[src/fetch_pkg.sv]
/* Shared widths, line geometry and types of the instruction fetch front end,
   plus the state encoding of the icache interface FSM */
package fetch_pkg;

    // 4 KiB of byte addressed instruction space
    localparam int ADDR_WIDTH = 12;
    localparam int INSTR_WIDTH = 32;

    // Four instruction words per 16-byte line
    localparam int WORDS_PER_LINE = 4;
    localparam int LINE_WIDTH = INSTR_WIDTH * WORDS_PER_LINE;
    localparam int LINE_OFFSET = 4;
    localparam int WORD_SEL_WIDTH = 2;

    // Line index is the byte address without its offset bits
    localparam int LINE_IDX_WIDTH = ADDR_WIDTH - LINE_OFFSET;
    localparam int NUM_LINES = 1 << LINE_IDX_WIDTH;

    typedef logic [ADDR_WIDTH-1:0]     addr_t;
    typedef logic [INSTR_WIDTH-1:0]    instr_t;
    // Word 0 lives in the low bits of the line
    typedef logic [LINE_WIDTH-1:0]     line_t;
    typedef logic [LINE_IDX_WIDTH-1:0] line_idx_t;

    // Request FSM of the icache interface
    typedef enum logic [1:0] {
        NoReq,
        ReqValid,
        Replay
    } icache_state_t;

endpackage
[src/icache_interface.sv]
/* One-line instruction buffer with request FSM and replay,
   selects the 32-bit word for the current fetch address */
`timescale 1ns/1ps

module icache_interface
    import fetch_pkg::*;
(
    input  logic      clk_i,
    input  logic      rstn_i,

    // Fetch request from the PC unit
    input  logic      fetch_valid_i,
    input  addr_t     fetch_pc_i,
    input  logic      buffer_flush_i,

    // Instruction word toward the queue
    output logic      word_valid_o,
    output instr_t    word_o,

    // Line request toward the line store
    output logic      mem_req_valid_o,
    output line_idx_t mem_req_idx_o,
    input  logic      mem_req_ready_i,

    // Line response from the line store
    input  logic      mem_resp_valid_i,
    input  line_t     mem_resp_line_i,
    input  line_idx_t mem_resp_idx_i
);

    // Buffered line, its index and valid bit
    line_t     line_q;
    line_idx_t buf_idx_q;
    logic      valid_q;
    logic      valid_d;

    // Index of the fetch address in the previous cycle
    line_idx_t old_idx_q;

    line_idx_t                 pc_idx;
    logic [WORD_SEL_WIDTH-1:0] word_sel;
    line_t                     line_int;

    logic buffer_miss;
    logic access_needed;
    logic resp_match;
    logic need_req;
    logic issue;
    logic idx_changed;

    icache_state_t state_q;
    icache_state_t state_d;

    assign pc_idx = fetch_pc_i[ADDR_WIDTH-1:LINE_OFFSET];
    assign word_sel = fetch_pc_i[LINE_OFFSET-1:LINE_OFFSET-WORD_SEL_WIDTH];

    // Miss when nothing is buffered or the buffered line is another one
    assign buffer_miss = !valid_q || (buf_idx_q != pc_idx);
    assign access_needed = fetch_valid_i && buffer_miss;

    // Responses for an old index are dropped here
    assign resp_match = mem_resp_valid_i && (mem_resp_idx_i == pc_idx);

    // A matching response this cycle already fills the miss
    assign need_req = access_needed && !resp_match;

    // Only present a request the store can take
    assign issue = need_req && mem_req_ready_i;

    assign idx_changed = (old_idx_q != pc_idx);

    always_comb begin
        state_d = state_q;
        mem_req_valid_o = 1'b0;
        case (state_q)
            NoReq: begin
                // New miss, retry later if the store is busy
                mem_req_valid_o = issue;
                if (issue) begin
                    state_d = ReqValid;
                end else if (need_req) begin
                    state_d = Replay;
                end
            end
            ReqValid: begin
                if (idx_changed) begin
                    // PC left the requested line, go after the new one
                    mem_req_valid_o = issue;
                    if (issue) begin
                        state_d = ReqValid;
                    end else if (need_req) begin
                        state_d = Replay;
                    end else begin
                        state_d = NoReq;
                    end
                end else if (resp_match || !access_needed) begin
                    // Line arrived or is no longer wanted
                    state_d = NoReq;
                end
            end
            Replay: begin
                // Store was busy, re-issue as soon as it frees up
                mem_req_valid_o = issue;
                if (issue) begin
                    state_d = ReqValid;
                end else if (!need_req) begin
                    state_d = NoReq;
                end
            end
            default: begin
                state_d = NoReq;
            end
        endcase
    end

    assign mem_req_idx_o = pc_idx;

    // Flush clears the buffer even when a line lands the same cycle
    assign valid_d = (valid_q || resp_match) && !buffer_flush_i;

    always_ff @(posedge clk_i or negedge rstn_i) begin
        if (!rstn_i) begin
            state_q <= NoReq;
            valid_q <= 1'b0;
            old_idx_q <= '0;
        end else begin
            state_q <= state_d;
            valid_q <= valid_d;
            old_idx_q <= pc_idx;
        end
    end

    // Capture the matching line and its index
    always_ff @(posedge clk_i) begin
        if (resp_match) begin
            line_q <= mem_resp_line_i;
            buf_idx_q <= pc_idx;
        end
    end

    // Forward the response in the cycle it arrives
    assign line_int = resp_match ? mem_resp_line_i : line_q;

    assign word_valid_o = fetch_valid_i && (!buffer_miss || resp_match);

    // PC bits 3:2 pick one of the four words
    assign word_o = line_int[word_sel*INSTR_WIDTH +: INSTR_WIDTH];

endmodule

[config.mk]
export PLATFORM = sky130hd
export DESIGN_NAME = icache_interface
export DESIGN_NICKNAME = d
export VERILOG_FILES = /design/src/fetch_pkg.sv /design/src/icache_interface.sv
export SDC_FILE = /design/constraint.sdc
export NUM_CORES = 1
export LEC_CHECK = 0
export BUFFER_PORTS_ARGS = -buffer_cell sky130_fd_sc_hd__buf_2
export CORE_MARGIN = 2
export CORE_UTILIZATION = 55
export CTS_BUF_LIST = sky130_fd_sc_hd__clkbuf_16
export DETAILED_ROUTE_END_ITERATION = 8
export HOLD_SLACK_MARGIN = 0.02
export PLACE_DENSITY = 0.88
export SLEW_MARGIN = 20
export SYNTH_ARGS = -nofsm -noshare
export SYNTH_HDL_FRONTEND = slang
export SYNTH_SLANG_ARGS = --single-unit
[constraint.sdc]
create_clock -name clk_i -period 5.9 [get_ports clk_i]
set_clock_uncertainty 0.1 [all_clocks]
set_input_delay 0.885 -clock clk_i [delete_from_list [all_inputs] [get_ports clk_i]]
set_output_delay 0.885 -clock clk_i [all_outputs]
set_load 0.05 [all_outputs]
# == Yosys cells after proc, flatten, opt, wreduce, memory -nomap -nowiden ==
# Index checks and enable logic that the tools add are counted.
# word_totals
regBits,147
in_bits,154
out_inout_bits,42
wordCells,44
# op_classes
eq_ne,8
shifts,1
muxes,12
n_reduce_logical,18
# op_table
cell,count
128-bit two-way mux,1
128-bit by 8-bit indexed part select with 32-bit output,1
2-bit two-way mux,8
8-bit inequality test,2
3-bit inequality test (second input constant),3
8-bit equality test,1
1-bit logical AND,6
2-bit case mux with 3 select lines,1
1-bit logical NOT,5
1-bit logical OR,4
3-bit AND reduction,1
2-bit by 1-bit equality test with 1-bit output (second input constant),1
2-bit equality test (second input constant),1
2-bit logical NOT,1
1-bit case mux with 2 select lines,1
2-bit OR reduction,1
1-bit two-way mux,1

# == Depth between registers and ports, before layout ==
# logic_depth
ltp_word,8
mapped_depth,7
mapped_depth_nobuf,5

# == Worst setup path before layout ==
# OpenSTA, ideal clock, no wires.
# synth_timing
path_kind,input to output
from,input port fetch_pc_i[9]
to,output port mem_req_valid_o
t_arrival_ns,2.816
t_required_ns,4.915
slack_ns,2.099
cell_stages,7
n_path_buf,2
path_cell_list,xnor2_1 nand4_1 nor3_2 buf_6 buf_6 nand3b_1 nor3b_1
# synth_via
elab_chain_len,7
word_cells_on_any_way,11
classes_between,eq/ne: 3; mux: 2; reduce/logical: 6
# synth_rtl
item,line_no,rtl
start: declaration,icache_interface.sv:13,"input addr_t fetch_pc_i,"
8-bit inequality test / 8-bit equality test (equally long branches),"icache_interface.sv:58, icache_interface.sv:62",
1-bit logical OR / 1-bit logical AND (equally long branches),"icache_interface.sv:58, icache_interface.sv:62",
1-bit logical AND / 1-bit logical NOT (equally long branches),"icache_interface.sv:59, icache_interface.sv:65",
1-bit logical AND,icache_interface.sv:65,assign need_req = access_needed && !resp_match;
1-bit logical AND,icache_interface.sv:68,assign issue = need_req && mem_req_ready_i;
1-bit two-way mux,icache_interface.sv:86,if (idx_changed) begin
1-bit case mux with 2 select lines (*),icache_interface.sv:75,case (state_q)
end: declaration,icache_interface.sv:21,"output logic mem_req_valid_o,"
# Mark *: on every way between the ends. The rest lies on a longest branch, timed or not.

# == Final worst setup path ==
# layout_timing
from,input port fetch_pc_i[11]
to,output port word_o[31]
# layout_via
elab_chain_len,4
# layout_rtl
item,line_no,rtl
8-bit equality test,icache_interface.sv:62,assign resp_match = mem_resp_valid_i && (mem_resp_idx_i == pc_idx);
1-bit logical AND,icache_interface.sv:62,
128-bit two-way mux,-,
named net line_int[63],icache_interface.sv:42,line_t line_int;
128-bit by 8-bit indexed part select with 32-bit output,icache_interface.sv:147,assign word_o = line_int[word_sel*INSTR_WIDTH +: INSTR_WIDTH];
end: declaration,icache_interface.sv:18,"output instr_t word_o,"
# The timed path passes the listed nets, and every way through them passes these cells.

==> results.sh <==
export IMPL_cp_slowest_cell="buf_4"
export IMPL_maxSlewViolCount=0
export IMPL_synth_compound_area_frac=0.00330
export IMPL_hold_viol=0
export IMPL_antenna_left=0
export IMPL_syn_inst=380
export IMPL_p_sw_frac=0.240
export IMPL_diodes=0
export IMPL_clk_pin_slew_ns=0.06
export IMPL_fmax_mhz=228
export IMPL_hold_class="in2async"
export IMPL_die_w_um=109
export IMPL_startpoint_type="input pin"
export IMPL_slew_headroom=0.403
export IMPL_critical_path_top_delay_family="buffers and inverters"
export IMPL_synthTopCellsByArea="dfxtp_1, mux2_4, mux4_2"
export IMPL_grt_max_degree=89
export IMPL_grt_usage=0.213
export IMPL_yosys_top_cells_count="dfxtp_1, mux2_4, mux2_1, mux4_2, xnor2_1"
export IMPL_tns_ns=0
export IMPL_grt_pass1_wl_mm=19.1
export IMPL_ys_ff_latch=147
export IMPL_ys_warn_count=0
export IMPL_synthMuxAreaShare=0.403
export IMPL_fin_ws_ns=1.51
export IMPL_synth_adder_area_share=0
export IMPL_power_internal_mw=1.87
export IMPL_cap_violations=0
export IMPL_synth_top_family_by_area="multiplexers"
export IMPL_dr_total_vias=3729
export IMPL_cp_common_cell="buf_2"
export IMPL_place_hpwl_mm=8.64
export IMPL_cts_tree="yes"
export IMPL_synth_top_cell_area_share=0.422
export IMPL_switchingPower_uw=592
export IMPL_clkPwrFrac=0.403
export IMPL_ir_drop_mv=0.179
export IMPL_rr_worst_depth=5
export IMPL_synth_largest_area_cell="dfxtp_1"
export IMPL_reg2reg_to="state_q[0]"
export IMPL_rrSetupSlack_ns=4.43
export IMPL_synth_xor_area_frac=0.0346
export IMPL_cp_required_ns=4.91
export IMPL_ctsResizeCount=0
export IMPL_combPwrFrac=0.146
export IMPL_cts_inserted_buffers=17
export IMPL_row_count=38
export IMPL_area_delta_synth_final_pct=25.0
export IMPL_crit_chain="buf_2 > xnor2_1 > nand4_1 > nor3_4 > buf_4 > mux2_2 > mux4_2 > buf_2"
export IMPL_crit_type="in2out"
export IMPL_slowest_delay_ns=0.65
export IMPL_globalRouteOverflowTotal=0
export IMPL_synth_cell_types=28
export IMPL_cts_hold_buf=0
export IMPL_leakagePower_nw=3.46
export IMPL_place_worst_setup_slack_ns=1.50
export IMPL_io_pins=196
export IMPL_period_share=0.745
export IMPL_worst_slew_pin_slew_ns=0.896
export IMPL_setup_viol=0
export IMPL_core_area_sq_mm=0.0108
export IMPL_place_gp_congestion=0.749
export IMPL_post_cts_buffers=0
export IMPL_ctsLongestPathBuffers=2
export IMPL_antenna_found_initial=1
export IMPL_ctsHtreeMaxLevel=4
export IMPL_synth_area_per_cell_sq_um=16.0
export IMPL_r2r_start="buf_idx_q[4]"
export IMPL_synth_async_sr_flop_share=0.0748
export IMPL_fill_cells=761
export IMPL_crit_path_max_fanout=51
export IMPL_cp_arrival_ns=3.41
export IMPL_synth_edff_count=8
export IMPL_finalCriticalPeriod_ns=4.39
export IMPL_synth_flop_cell="dfxtp_1"
export IMPL_wl_per_cell_um=17.0
export IMPL_yosysSeqAreaShare=0.507
export IMPL_rsz0062_at_grt="false"
export IMPL_yosysMostFrequentCell="dfxtp_1"
export IMPL_port_buffers=193
export IMPL_synthesis_area_sq_mm=0.00607
export IMPL_status="finished clean"
export IMPL_cp_end_kind="primary output"
export IMPL_synthSimpleGateAreaFrac=0.0163
export IMPL_syn_nets=534
export IMPL_layout_drive_gt1_share=0.589
export IMPL_seq_power_share=0.450
export IMPL_power_density_mw_per_mm2=324
export IMPL_root_buffer="clkbuf_16"
export IMPL_die_h_um=109
export IMPL_critPathBufInv=3
export IMPL_routed_wl_mm=12.2
export IMPL_grt_pass1_vias=4076
export IMPL_first_pass_iters=4
export IMPL_vias_per_cell=5.20
export IMPL_worstSkewPairLatency_ns=0.41
export IMPL_drt_initial_drc_count=124
export IMPL_die_area_sq_mm=0.0119
export IMPL_drc=0
export IMPL_clock_sinks=147
export IMPL_start_util=0.562
export IMPL_finalNetCount=720
flip-flops by register name, summed over array words and instances, names as in the netlist:
register   flops
line_q       128
buf_idx_q      8
old_idx_q      8
state_q        2
valid_q        1
final cells by class:
| cell class | instances | area [sq um] | area share |
|---|---|---|---|
| multi-input combinational | 204 | 2780 | 0.367 |
| tap | 140 | 175 | 0.0231 |
| clock inverter | 13 | 123 | 0.0162 |
| sequential | 147 | 3080 | 0.406 |
| timing repair buffer | 196 | 1000 | 0.132 |
| clock buffer | 17 | 425 | 0.0561 |
cell families (layout without fill, tap and decap cells):
group,after synthesis,after routing
DFF,147,147
AOI/OAI and AO/OA,3,3
buffers and inverters,29,226
and+or+nand+nor,17,17
xor gates and xnor gates,24,24
muxes,160,160
through the flow:
stage	cell area, sq um	power, mW	util	hold slack, ns	instances
after CTS	7580	2.49	0.703	0.223	717
final	7580	2.46	0.703	0.232	717
after detailed placement	7040	1.49	0.652	0.341	687
after floorplan	6070	1.38	-	0.325	380
after global routing	7580	2.56	0.703	0.226	717
after global placement	7040	1.47	0.652	0.334	687
power groups by stage:
stage / logic (mW) / registers [mW] / clock network, mW
final: 0.359 / 1.11 / 0.993
after global routing: 0.384 / 1.12 / 1.06
after CTS: 0.363 / 1.11 / 1.01
after detailed placement: 0.360 / 1.13 / 0
after global placement: 0.346 / 1.12 / 0
after floorplan: 0.259 / 1.12 / 0
routing by layer:
| layer | track usage | wire length [um] | vias to the layer above | part of all wire |
|---|---|---|---|---|
| met4 | 0.0879 | 209 | 0 | 0.017 |
| li1 | - | - | 1756 | - |
| met3 | 0.0909 | 998 | 16 | 0.082 |
| met5 | 0 | 0 | - | 0 |
| met1 | 0.242 | 4900 | 1828 | 0.40 |
| met2 | 0.354 | 6100 | 129 | 0.50 |
cells in the final DEF (no fill, tap or decap), types with 2 or more instances in the layout:
master | synthesis | final
buf_2 | 5 | 193
dfxtp_1 | 128 | 128
mux2_4 | 76 | 76
mux2_1 | 43 | 43
mux4_2 | 32 | 32
xnor2_1 | 17 | 17
clkbuf_16 | 0 | 17
dfrtp_1 | 11 | 11
mux2_2 | 9 | 9
edfxtp_1 | 8 | 8
xor2_1 | 7 | 7
nand4_1 | 4 | 4
nor2_1 | 3 | 3
clkinv_1 | 0 | 3
clkinv_2 | 0 | 3
nor3_1 | 2 | 2
clkinvlp_4 | 0 | 2
clkinv_4 | 0 | 2
bufinv_16 | 0 | 2
buf_4 | 8 | 2
worst max path at each step:
stage,slack [ns],cells after the start,start,to
after global placement,1.53,8,fetch_pc_i[10],word_o[26]
after detailed placement,1.50,8,fetch_pc_i[11],word_o[31]
after floorplan,2.10,7,fetch_pc_i[9],mem_req_valid_o
after global routing,1.39,8,fetch_pc_i[6],word_o[30]
final,1.51,8,fetch_pc_i[11],word_o[31]
after CTS,1.49,8,fetch_pc_i[11],word_o[31]
Power figures use the tool's default switching activity.
