--- src/fetch_pkg.sv ---
/* Shared widths, line geometry and types of the instruction fetch front end,
   plus the state encoding of the icache interface FSM */
package fetch_pkg;

    // 4 KiB of byte addressed instruction space
    localparam int ADDR_WIDTH = 12;
    localparam int INSTR_WIDTH = 32;

    // Four instruction words per 16-byte line
    localparam int WORDS_PER_LINE = 4;
    localparam int LINE_WIDTH = INSTR_WIDTH * WORDS_PER_LINE;
    localparam int LINE_OFFSET = 4;
    localparam int WORD_SEL_WIDTH = 2;

    // Line index is the byte address without its offset bits
    localparam int LINE_IDX_WIDTH = ADDR_WIDTH - LINE_OFFSET;
    localparam int NUM_LINES = 1 << LINE_IDX_WIDTH;

    typedef logic [ADDR_WIDTH-1:0]     addr_t;
    typedef logic [INSTR_WIDTH-1:0]    instr_t;
    // Word 0 lives in the low bits of the line
    typedef logic [LINE_WIDTH-1:0]     line_t;
    typedef logic [LINE_IDX_WIDTH-1:0] line_idx_t;

    // Request FSM of the icache interface
    typedef enum logic [1:0] {
        NoReq,
        ReqValid,
        Replay
    } icache_state_t;

endpackage
--- src/fetch_pc_unit.sv ---
/* Program counter with sequential advance and redirect handling */
`timescale 1ns/1ps

module fetch_pc_unit
    import fetch_pkg::*;
#(
    parameter addr_t RESET_PC = '0
) (
    input  logic  clk_i,
    input  logic  rstn_i,

    // Redirect from a later stage
    input  logic  redirect_valid_i,
    input  addr_t redirect_pc_i,

    // Word moved from the interface into the queue
    input  logic  xfer_i,

    // Fetch request toward the icache interface
    output logic  fetch_valid_o,
    output addr_t fetch_pc_o,
    output logic  buffer_flush_o
);

    // One instruction is 4 bytes, no compressed support
    localparam addr_t PC_STEP = addr_t'(INSTR_WIDTH / 8);

    addr_t pc_q;
    addr_t pc_d;
    logic  fetch_valid_q;

    // Redirect wins over the sequential step
    always_comb begin
        pc_d = pc_q;
        if (redirect_valid_i) begin
            pc_d = redirect_pc_i;
        end else if (xfer_i) begin
            pc_d = pc_q + PC_STEP;
        end
    end

    always_ff @(posedge clk_i or negedge rstn_i) begin
        if (!rstn_i) begin
            pc_q <= RESET_PC;
            fetch_valid_q <= 1'b0;
        end else begin
            pc_q <= pc_d;
            // Fetch starts the cycle after reset and never stops
            fetch_valid_q <= 1'b1;
        end
    end

    assign fetch_valid_o = fetch_valid_q;
    assign fetch_pc_o = pc_q;

    // Old line and queued words are stale once the PC jumps
    assign buffer_flush_o = redirect_valid_i;

endmodule

--- config.mk ---
export PLATFORM = sky130hd
export DESIGN_NAME = fetch_pc_unit
export DESIGN_NICKNAME = d
export VERILOG_FILES = /design/src/fetch_pkg.sv /design/src/fetch_pc_unit.sv
export SDC_FILE = /design/constraint.sdc
export NUM_CORES = 1
export LEC_CHECK = 0
export BUFFER_PORTS_ARGS = -buffer_cell sky130_fd_sc_hd__clkbuf_2
export CAP_MARGIN = 15
export CORE_MARGIN = 2
export CORE_UTILIZATION = 40
export DETAILED_ROUTE_END_ITERATION = 16
export GPL_TIMING_DRIVEN = 1
export MAX_ROUTING_LAYER = met4
export PLACE_DENSITY = 0.79
export SETUP_SLACK_MARGIN = 0.3
export SLEW_MARGIN = 40
export SYNTH_ARGS = -nofsm -noshare
export SYNTH_HDL_FRONTEND = slang
export SYNTH_SLANG_ARGS = --single-unit
--- constraint.sdc ---
create_clock -name clk_i -period 1.3 [get_ports clk_i]
set_input_delay 0.26 -clock clk_i [delete_from_list [all_inputs] [get_ports clk_i]]
set_output_delay 0.26 -clock clk_i [all_outputs]
set_load 0.005 [all_outputs]
Word level (Yosys, flattened, before mapping)
Index checks and enable logic that the tools add are counted.
{ "classes": {"n_reduce_logical": 1, "n_addsub": 1, "mux": 2} }
{ "op_table": {"columns": ["op", "n"], "rows": [
  ["2-to-1 mux 12 bit", 2],
  ["adder 12 x 3 -> 12 bit, second input constant", 1],
  ["nonzero test 2 bit", 1]
]} }
{ "totals": {"regBits": 13, "word_cells": 6, "input_bits": 16, "output_inout_bits": 14} }

Logic depth before layout (Yosys ltp)
Gate-level depths: netlist of run 1.
{ "logic_depth": {"depth_word": 3, "mapped_depth": 4, "depth_no_buf": 4} }

Worst setup path after synthesis of run 1
No wires, ideal clock.
{ "synth_timing": {"kind": "flip-flop to flip-flop", "from": "reg pc_q[2], in the netlist fetch_pc_o[2]", "to": "reg pc_q[8], in the netlist fetch_pc_o[8]", "stages_incl_launch_ff": 5, "n_path_buf": 0, "arrival_ns": 1.393, "setup_ns": 0.069, "setup_slack_ns": -0.162, "period_less_slack_ns": 1.462, "required_ns": 1.231, "cell_sequence": "dfrtp_1 > ha_1 > nand2_1 > or4_2 > nand3_1"} }
{ "synth_between": {"elab_chain_cells": 3} }
{ "synth_lines": {"columns": ["item", "line", "rtl"], "rows": [
  ["start, declared", "fetch_pc_unit.sv:28", "addr_t pc_q;"],
  ["start signal, assigned", "fetch_pc_unit.sv:47", "pc_q <= pc_d;"],
  ["adder 12 x 3 -> 12 bit", "fetch_pc_unit.sv:38", "pc_d = pc_q + PC_STEP;"],
  ["2-to-1 mux 12 bit", "fetch_pc_unit.sv:37", "end else if (xfer_i) begin"],
  ["2-to-1 mux 12 bit", "fetch_pc_unit.sv:35", "if (redirect_valid_i) begin"]
]} }
No other way between the ends. The select of a mux whose other input is x is not followed.
A chain may end at the register's enable or synchronous reset.

Final worst setup path of run 1
{ "layout_timing": {"from": "reg pc_q[4], in the netlist fetch_pc_o[4]", "to": "reg pc_q[10], in the netlist fetch_pc_o[10]"} }
Same word-level chain as after synthesis.

==> out/results.txt, run 1 <==
DRT iter0 DRCs -> 16
Achievable Freq -> 765 MHz
layout cell share with drive strength beyond 1 -> 56.8%
Overflow after GRT -> 0
number of CTS-inserted buffers -> 3
failing checks -> setup timing
Synth Area in Simple Gates -> 24.6%
Final HPWL DP -> 1170 um
Slew Limit Fails -> 0
Clock Tree Buf Depth -> 2
Synth Area in Adders -> 1.85%
slowest cell on the critical path -> or4_1
crit-path max FO -> 8
Avg WL per Cell -> 15.1 um
drt total wl -> 2030 um
Post-Synthesis Cells -> 68
Initial Util -> 43.8%
worst endpoint required time -> 1.49 ns
Syn Nets -> 85
initial antenna violation count -> 0
GPL Wtd Cong -> 0.725
die area -> 2030 sq um
largest net degree at the start of global routing -> 14
Ports -> 30
Crit Path Category -> reg2reg
RSZ-0062 raised after global routing -> true
Ant. Diodes -> 0
CTS clock-pin slew for the worst setup and hold paths -> 0.09 ns
first-pass GRT wire length -> 2910 um
DR top layer -> met4
Placed Area -> 906 sq um
total clock sinks -> 13
DR DRC count -> 0
Worst path max stage delay -> 0.49 ns
Inst Count DP -> 117
CORE AREA -> 1540 sq um
cell area after layout -> 1140 sq um
clock root buffer master -> clkbuf_4
Critical Path Source -> fetch_pc_o[4]
WHS -> 0.201 ns
worst r2r src -> fetch_pc_o[4]
met3 routed wirelength -> 93 um
Arr. time, crit path -> 1.50 ns
Routed Antenna Nets -> 0
largest area contributor in the netlist -> dfrtp_1
Die H -> 45.1 um
Buf/Inv on CP -> 0
total of warnings raised by yosys -> 0
site row count -> 14
critical path launch point type -> register
Synth top area share -> 48.1%
TritonRoute pass-1 iters -> 4
CP Capture Type -> register
Via density -> 5.37
setup slack after layout -> -0.00749 ns
Avg Cell Area, Syn -> 9.94 sq um
Yosys cell types -> 24
run status -> finished, violations left
CTS tree -> yes
Synth Cell Area -> 676 sq um
CP Cell Sequence -> nand4_4 -> or4_1 -> a31oi_1
top cells by area, synth -> dfrtp_1 (48%), nand2_1 (6.1%), nand3_1 (4.4%)
Final nets -> 136
final setup fails -> 1
largest family of logic cells by synthesized area -> simple AND/OR/NAND/NOR gates
Max VDD drop -> 716 uV
overall die width -> 45.1 um
worst skew pair latency -> 0.28 ns
origin of the worst min-delay path -> redirect_pc_i[7]
Final period util -> 101%
DR WL met2 -> 1080 um
sequential area share after synthesis -> 48.1%
PwrDens -> 1000 nW/um^2
Worst Hold Class -> in2reg
largest delay contributor family on the critical path -> simple AND/OR/NAND/NOR gates
vias in the first global route -> 690
Yosys reg bits -> 13
Clock Skew -> 0.00911 ns
port bufs -> 29
Max-cap violations -> 0
vias -> 719
XOR/XNOR share of the synthesized area -> 5.19%
area delta synth->final -> 69.1%
final hold vios -> 0
M1 wire length -> 843 um
post-synthesis compound-gate area fraction -> 10.9%
Final min period -> 1.31 ns
Lkg Pwr -> 0.542 nW
non-filler instance count after layout -> 134
multiplexer area fraction after synthesis -> 4.81%
H-tree Lvls -> 1
GRT Total Usage -> 21.0%
[stage by stage]
step / total power [mW] / TNS (ns) / utilization, % / setup slack [ns]
after floorplan: 0.611 / 0 / - / 0.0193
after global routing: 1.20 / -0.102 / 74.1 / -0.0517
after detailed placement: 0.740 / -0.0220 / 58.8 / -0.0220
final: 1.14 / -0.00749 / 74.1 / -0.00749
after CTS: 1.06 / 0 / 68.0 / 0.0119
after global placement: 0.727 / 0 / 58.8 / 0.0277
[Yosys cell counts]
| cell | n |
|---|---|
| xnor2_1 | 1 |
| conb_1 | 1 |
| nand4_1 | 3 |
| or4_2 | 1 |
| mux2i_1 | 1 |
| nor2_1 | 1 |
| a31oi_1 | 1 |
| o21ai_0 | 6 |
| o211ai_1 | 3 |
| o31ai_1 | 1 |
| buf_4 | 2 |
| nand2_1 | 11 |
| xor2_1 | 3 |
| or4_1 | 4 |
| ha_1 | 1 |
| nand4_4 | 1 |
| a22oi_1 | 1 |
| dfrtp_1 | 13 |
| mux2_2 | 2 |
| nor2b_1 | 1 |
| clkbuf_1 | 2 |
| nand3_1 | 6 |
| or2_2 | 1 |
| inv_1 | 1 |
[final timing paths]
check	slack (ns)	endpoint	depth (start not counted)
max	-0.007	fetch_pc_o[10]	3
min	0.20	fetch_pc_o[7]	3
max reg2reg	-0.007	fetch_pc_o[10]	3
min reg2reg	0.51	fetch_pc_o[1]	1
max in group asynchronous	0.57	fetch_pc_o[4]	2
min in group asynchronous	0.44	fetch_valid_o	2
[placed cells by master, fill, tap and decap left out, drive strengths merged, types with 2 or more instances in the layout]
cell type	Yosys	layout
nand2	11	11
o21ai	6	6
mux2	2	2
or4	5	5
nand3	6	6
o211ai	3	3
clkbuf	2	26
nand4	4	4
xor2	3	3
dfrtp	13	13
buf	2	27
[kinds of logic after synthesis]
| family | after synthesis |
|---|---|
| and+or+nand+nor | 29 |
| DFF | 13 |
| AOI/OAI and AO/OA | 12 |
| buffers and inverters | 5 |
| xor gates and xnor gates | 4 |
| muxes | 3 |
| adders and majority gates | 1 |
| other | 1 |
[flip-flops by register name (all words and copies together), names as in the netlist]
signal and flops:
fetch_pc_o 12, fetch_valid_o 1
[report_power, final]
group	leakage, nW	internal (mW)	switching (mW)
combinational	0.378	0.233	0.149
clock	0.0150	0.119	0.137
sequential	0.149	0.450	0.0539
total	0.542	0.802	0.340
[worst min-delay path: stages]
cell and delay (ns):
clkbuf_2 0.07, nand2_1 0.04, nand3_1 0.07
[metal layers]
| metal | global-route usage, % | up-vias |
|---|---|---|
| met3 | 4.00 | 2 |
| met1 | 25.9 | 344 |
| met2 | 33.7 | 26 |
| li1 | - | 347 |
| met4 | 8.82 | 0 |
| met5 | - | - |
[final cells by class]
cell class	count	area [sq um]
Timing Repair Buffer	50	392
Sequential cell	13	332
Inverter	1	3.75
Fill cell	95	399
Multi-Input combinational cell	50	369
Tap cell	16	20.0
Clock buffer	4	26.3
[timing repair]
action / in CTS / in global routing
pin swaps: 4 / 11
setup endpoints to repair: 23 / 23
setup buffers: 9 / 3
resized for setup: 13 / 17
hold buffers: 1 / 0
endpoints found under the hold margin: 13 / 0
Note: power is estimated with default switching activity, not from simulation.
==> run 2: changes to the inputs <==
--- a/config.mk
+++ b/config.mk
@@ -5,14 +5,15 @@
 export SDC_FILE = /design/constraint.sdc
 export NUM_CORES = 1
 export LEC_CHECK = 0
+export ABC_AREA = 1
 export BUFFER_PORTS_ARGS = -buffer_cell sky130_fd_sc_hd__clkbuf_2
 export CAP_MARGIN = 15
 export CORE_MARGIN = 2
-export CORE_UTILIZATION = 40
+export CORE_UTILIZATION = 41
 export DETAILED_ROUTE_END_ITERATION = 16
 export GPL_TIMING_DRIVEN = 1
 export MAX_ROUTING_LAYER = met4
-export PLACE_DENSITY = 0.79
+export PLACE_DENSITY = 0.8
 export SETUP_SLACK_MARGIN = 0.3
 export SLEW_MARGIN = 40
 export SYNTH_ARGS = -nofsm -noshare
==> run 2 against run 1 <==
  * Design area decreased by 11%
  * Critical path depth increased by 3
  * Utilization down 14 points
  * The flow now finishes without violations
==> out/results.txt, run 2 <==
run status -> completed
footprint of the multi-input gates -> 368 sq um
Ant. Diodes -> 0
most common cell after layout, fill and taps aside -> nand2_1
vias -> 756
Clock Skew -> 0.00325 ns
port bufs -> 29
layout cell share with drive strength beyond 1 -> 41.4%
final hold vios -> 0
Post-Synthesis Cells -> 89
Initial Util -> 43.1%
first-pass GRT wire length -> 2840 um
CTS clock-pin slew for the worst setup and hold paths -> 0.08 ns
internal power -> 0.715 mW
number of CTS-inserted buffers -> 3
CTS tree -> yes
Routed Antenna Nets -> 0
sequential share of power -> 47.4%
Primary FF master, synth -> dfrtp_1
TritonRoute pass-1 iters -> 4
Via density -> 5.04
Worst Hold Class -> in2reg
sequential area share after synthesis -> 44.7%
Avg Cell Area, Syn -> 8.18 sq um
Net Sw Frac -> 30.8%
top cells by area, synth -> dfrtp_1 (45%), nand2_1 (16%), nand3_1 (6.2%)
Synth top cells by count -> nand2_1 (31), dfrtp_1 (13), nand3_1 (9)
CP Cell Sequence -> ha_2 -> nand3_4 -> nor2_4 -> nand3_1 -> nand3_1 -> nand2_1
initial antenna violation count -> 0
CP dominant cell by count -> nand3_1
largest net degree at the start of global routing -> 14
fraction of registers with async set/reset -> 100%
Max VDD drop -> 467 uV
Synth top area share -> 44.7%
Synth Cell Area -> 728 sq um
Core Util, Final -> 60.5%
DR DRC count -> 0
site row count -> 15
clock root buffer master -> clkbuf_4
Buf/Inv on CP -> 0
vias in the first global route -> 699
Avg WL per Cell -> 12.1 um
number of flops mapped to enable cells by yosys -> 0
Slew Limit Fails -> 0
die area -> 2130 sq um
Syn Nets -> 106
Max-cap violations -> 0
drt total wl -> 1810 um
total of warnings raised by yosys -> 0
Final HPWL DP -> 1270 um
overall die width -> 46.1 um
Worst path max stage delay -> 0.41 ns
Clock Tree Buf Depth -> 2
critical path launch point type -> register
crit-path max FO -> 4
PwrDens -> 1010 nW/um^2
largest delay contributor family on the critical path -> simple AND/OR/NAND/NOR gates
max reg flops -> 12
Final period util -> 90.5%
cell with the most instances after synthesis -> nand2_1
Final min period -> 1.18 ns
H-tree Lvls -> 1
largest area contributor in the netlist -> dfrtp_1
combinational share of power -> 28.2%
Arr. time, crit path -> 1.34 ns
cell area after layout -> 1020 sq um
DRT iter0 DRCs -> 29
net switching power -> 0.318 mW
Placed Area -> 891 sq um
GPL Wtd Cong -> 0.818
most frequent cells in the layout -> nand2_1 (31), clkbuf_2 (29), dfrtp_1 (11)
Ports -> 30
CORE AREA -> 1690 sq um
total clock sinks -> 13
RSZ-0062 raised after global routing -> true
slowest cell on the critical path -> dfrtp_1
area delta synth->final -> 40.4%
Lkg Pwr -> 0.538 nW
Final nets -> 151
final setup fails -> 0
worst skew pair latency -> 0.27 ns
Yosys cell types -> 19
filler cell count in the final layout -> 138
Achievable Freq -> 850 MHz
FF/Latch Area -> 328 sq um
TNS Setup -> 0 ns
worst endpoint required time -> 1.47 ns
GRT Total Usage -> 19.1%
CP Capture Type -> register
Yosys reg bits -> 13
Clk pwr share -> 24.4%
Overflow after GRT -> 0
power after layout -> 1.03 mW
Crit Path Category -> reg2reg
Die H -> 46.1 um
==> run 2: final cells by class <==
| cell class | count | share of cell area, % |
|---|---|---|
| tap | 17 | 2.08 |
| inverter | 7 | 2.57 |
| sequential | 13 | 32.1 |
| clock buffer | 4 | 2.57 |
| multi-input combinational | 67 | 36.0 |
| timing repair buffer | 42 | 24.7 |
==> run 2: what timing repair did <==
item | in CTS | in global routing
endpoints found under the setup margin | 21 | 22
hold buffers | 1 | 0
setup buffers | 8 | 2
gates resized for setup | 3 | 4
endpoints found under the hold margin | 13 | 0
==> run 2: power by group through the flow <==
stage	Sequential [mW]	Combinational [mW]	Clock (mW)
6_report	0.490	0.291	0.252
4_1_cts	0.487	0.270	0.261
3_3_place_gp	0.503	0.205	0
5_1_grt	0.496	0.328	0.277
3_5_place_dp	0.504	0.212	0
2_1_floorplan	0.505	0.107	0
==> run 2: kinds of logic (layout without fill, tap and decap cells) <==
family                     Yosys count  after routing  share of synthesized area, %
and+or+nand+nor                     51             51                          33.0
DFF                                 13             13                          44.7
AOI/OAI and AO/OA                   11             11                          10.3
buffers and inverters                9             53                          6.19
xor gates and xnor gates             3              3                          3.61
adders and majority gates            1              1                          1.72
other                                1              1                         0.515
==> run 2: tightest hold or removal path, delay by kind of cell <==
| family | cells | cell delay [ns] |
|---|---|---|
| and+or+nand+nor | 2 | 0.10 |
| buffers and inverters | 1 | 0.08 |
==> run 2: final timing paths <==
| check | start | end | slack, ns | depth (start not counted) |
|---|---|---|---|---|
| max in group asynchronous | rstn_i | fetch_pc_o[4] | 0.63 | 2 |
| min | redirect_pc_i[0] | fetch_pc_o[0] | 0.20 | 3 |
| max reg2reg | fetch_pc_o[3] | fetch_pc_o[10] | 0.12 | 6 |
| max | fetch_pc_o[3] | fetch_pc_o[10] | 0.12 | 6 |
| min in group asynchronous | rstn_i | fetch_pc_o[6] | 0.41 | 2 |
| min reg2reg | fetch_pc_o[0] | fetch_pc_o[0] | 0.48 | 2 |
==> run 2: per-stage QoR <==
stage / instances / hold WS [ns] / setup WS, ns
final: 150 / 0.200 / 0.124
after global routing: 150 / 0.193 / 0.0501
after CTS: 148 / 0.194 / 0.122
after detailed placement: 135 / 0.177 / 0.123
after global placement: 135 / 0.168 / 0.180
after floorplan: 89 / -0.0356 / 0.166
==> run 2: metal layers <==
| metal | global-route usage (%) | vias up | part of all wire (%) |
|---|---|---|---|
| li1 | - | 375 | - |
| met1 | 21.7 | 344 | 41 |
| met2 | 32.2 | 37 | 53 |
| met3 | 3.14 | 0 | 6.1 |
| met4 | 9.14 | 0 | 0 |
| met5 | - | - | 0 |
==> run 3: changes to the inputs <==
--- a/config.mk
+++ b/config.mk
@@ -11,7 +11,7 @@
 export CORE_MARGIN = 2
 export CORE_UTILIZATION = 41
 export DETAILED_ROUTE_END_ITERATION = 16
-export GPL_TIMING_DRIVEN = 1
+export GPL_TIMING_DRIVEN = 0
 export MAX_ROUTING_LAYER = met4
 export PLACE_DENSITY = 0.8
 export SETUP_SLACK_MARGIN = 0.3
==> constraint.sdc (replaced) <==
create_clock -name clk_i -period 1.3 [get_ports clk_i]
set_input_delay 0.26 -clock clk_i [delete_from_list [all_inputs] [get_ports clk_i]]
set_output_delay 0.26 -clock clk_i [all_outputs]
set_load 0.02 [all_outputs]
==> run 3 against run 2 <==
  * Combinational power increased by 52%
  * Non-clock buffer count grew 5
  * Total power up 15%
  * Cell count increased by 3.3%
  * Critical path depth shrank 5
  * Design area grew 16%
  * Sequential share of layout area fell by 3.9 points
  * Setup slack better by 0.0069 ns
  * Via count is 0.40% higher
  * Global-route usage is 0.63 points higher
  * Critical path type is now reg2out
==> out/results.txt, run 3 (synthesized netlist as in run 2, its figures left out) <==
site row count -> 15
final hold vios -> 0
Die H -> 46.1 um
overall die width -> 46.1 um
most common cell after layout, fill and taps aside -> nand2_1
Reg-to-Reg End -> fetch_pc_o[4]
CORE AREA -> 1690 sq um
Worst Reg-to-Reg Cells -> 5
Achievable Freq -> 855 MHz
Worst Hold Class -> in2reg
CP Cell Sequence -> clkbuf_8
clock root buffer master -> clkbuf_4
Slew Limit Fails -> 0
CTS clock-pin slew for the worst setup and hold paths -> 0.08 ns
RSZ-0062 raised after global routing -> true
crit-path max FO -> 5
WHS -> 0.180 ns
Crit Path Category -> reg2out
DRT iter0 DRCs -> 14
Ant. Diodes -> 0
first-pass GRT wire length -> 2920 um
largest net degree at the start of global routing -> 14
worst skew pair latency -> 0.28 ns
initial antenna violation count -> 0
vias -> 759
Max VDD drop -> 604 uV
Final HPWL DP -> 1180 um
number of CTS-inserted buffers -> 3
Clock Tree Buf Depth -> 2
Via density -> 4.90
slowest cell on the critical path -> dfrtp_2
CP Capture Type -> primary output
Final min period -> 1.17 ns
total clock sinks -> 13
Routed Antenna Nets -> 0
H-tree Lvls -> 1
max reg flops -> 12
vias in the first global route -> 682
Arr. time, crit path -> 0.91 ns
TritonRoute pass-1 iters -> 4
drt total wl -> 1920 um
worst r2r src -> fetch_pc_o[2]
Max-cap violations -> 0
Initial Util -> 43.1%
CTS tree -> yes
most frequent cells in the layout -> nand2_1 (30), buf_4 (16), clkbuf_2 (16)
Ports -> 30
filler cell count in the final layout -> 122
final setup fails -> 0
layout cell share with drive strength beyond 1 -> 49.3%
GPL Wtd Cong -> 0.776
PwrDens -> 1000 nW/um^2
worst endpoint required time -> 1.04 ns
Worst path max stage delay -> 0.46 ns
Buf/Inv on CP -> 1
TNS Setup -> 0 ns
area delta synth->final -> 62.9%
port bufs -> 29
WHS Path Cells -> 3
Final period util -> 90.0%
origin of the worst min-delay path -> redirect_pc_i[0]
run status -> completed
critical path launch point type -> register
die area -> 2130 sq um
DR DRC count -> 0
Final nets -> 156
GRT Total Usage -> 19.7%
hold endpoint -> fetch_pc_o[0]
Avg WL per Cell -> 12.4 um
Overflow after GRT -> 0
r2r setup slk -> 0.14 ns
largest delay contributor family on the critical path -> flip-flops
Clock Skew -> 0.000898 ns
Lkg Pwr -> 0.586 nW
## run 3: changes by cell type in the layout (fill, tap and decap cells not counted), moves of 2 or more
| cell | previous run | this run |
|---|---|---|
| buf_6 | 2 | 9 |
| dfrtp_1 | 11 | 6 |
| clkbuf_8 | 0 | 3 |
| dfrtp_2 | 2 | 7 |
| buf_8 | 0 | 2 |
| buf_4 | 10 | 16 |
| clkbuf_2 | 29 | 16 |
## run 3: where the power goes
part / leakage, nW / switching, mW / internal (mW)
Clock: 0.0150 / 0.136 / 0.119
Combinational: 0.422 / 0.216 / 0.228
Sequential: 0.149 / 0.0422 / 0.451
## run 3: worst max path at each step
stage / cells after the start / slack (ns) / end / from
detailed placement: 7 / 0.16 / fetch_pc_o[8] / fetch_pc_o[2]
finish: 1 / 0.13 / fetch_pc_o[2] / fetch_pc_o[2]
CTS: 1 / 0.14 / fetch_pc_o[2] / fetch_pc_o[2]
global route: 7 / 0.05 / fetch_pc_o[10] / fetch_pc_o[2]
global placement: 7 / 0.18 / fetch_pc_o[8] / fetch_pc_o[2]
floorplan: 7 / 0.16 / fetch_pc_o[8] / fetch_pc_o[2]
## run 3: what timing repair did
action	in CTS	in global routing
gates resized for setup	14	26
pin swaps	3	12
buffers inserted	13	2
hold buffers	1	0
setup endpoints to repair	20	21
endpoints found under the hold margin	13	0
## run 3: metrics by stage
step	util [%]	power (mW)	cells	setup WS, ns	cell area (sq um)
floorplan	-	0.681	89	0.156	757
global placement	54.7	0.776	135	0.180	923
detailed placement	54.7	0.782	135	0.161	923
CTS	66.2	1.14	153	0.141	1120
global route	70.2	1.26	155	0.0475	1190
finish	70.2	1.19	155	0.130	1190
## run 3: cell type report
type	instances	area, sq um	area share, %
Multi-Input combinational cell	67	395	33.3
Inverter	7	26.3	2.22
Tap cell	17	21.3	1.79
Timing Repair Buffer	45	364	30.7
Clock buffer	4	26.3	2.22
Sequential cell	13	334	28.2
Buffer	2	18.8	1.58
## run 3: metal layers
| layer | routed length [um] | GRT usage, % | share of wire (%) | vias to the layer above |
|---|---|---|---|---|
| met5 | 0 | - | 0 | - |
| met4 | 23 | 11.4 | 1.2 | 0 |
| met3 | 55 | 1.18 | 2.9 | 2 |
| met2 | 1000 | 33.1 | 52 | 20 |
| met1 | 841 | 23.0 | 44 | 348 |
| li1 | - | - | - | 389 |
## run 3: worst min-delay path, cell delays in order
cell      delay, ns
clkbuf_2       0.08
nand2_1        0.04
nand2_1        0.05
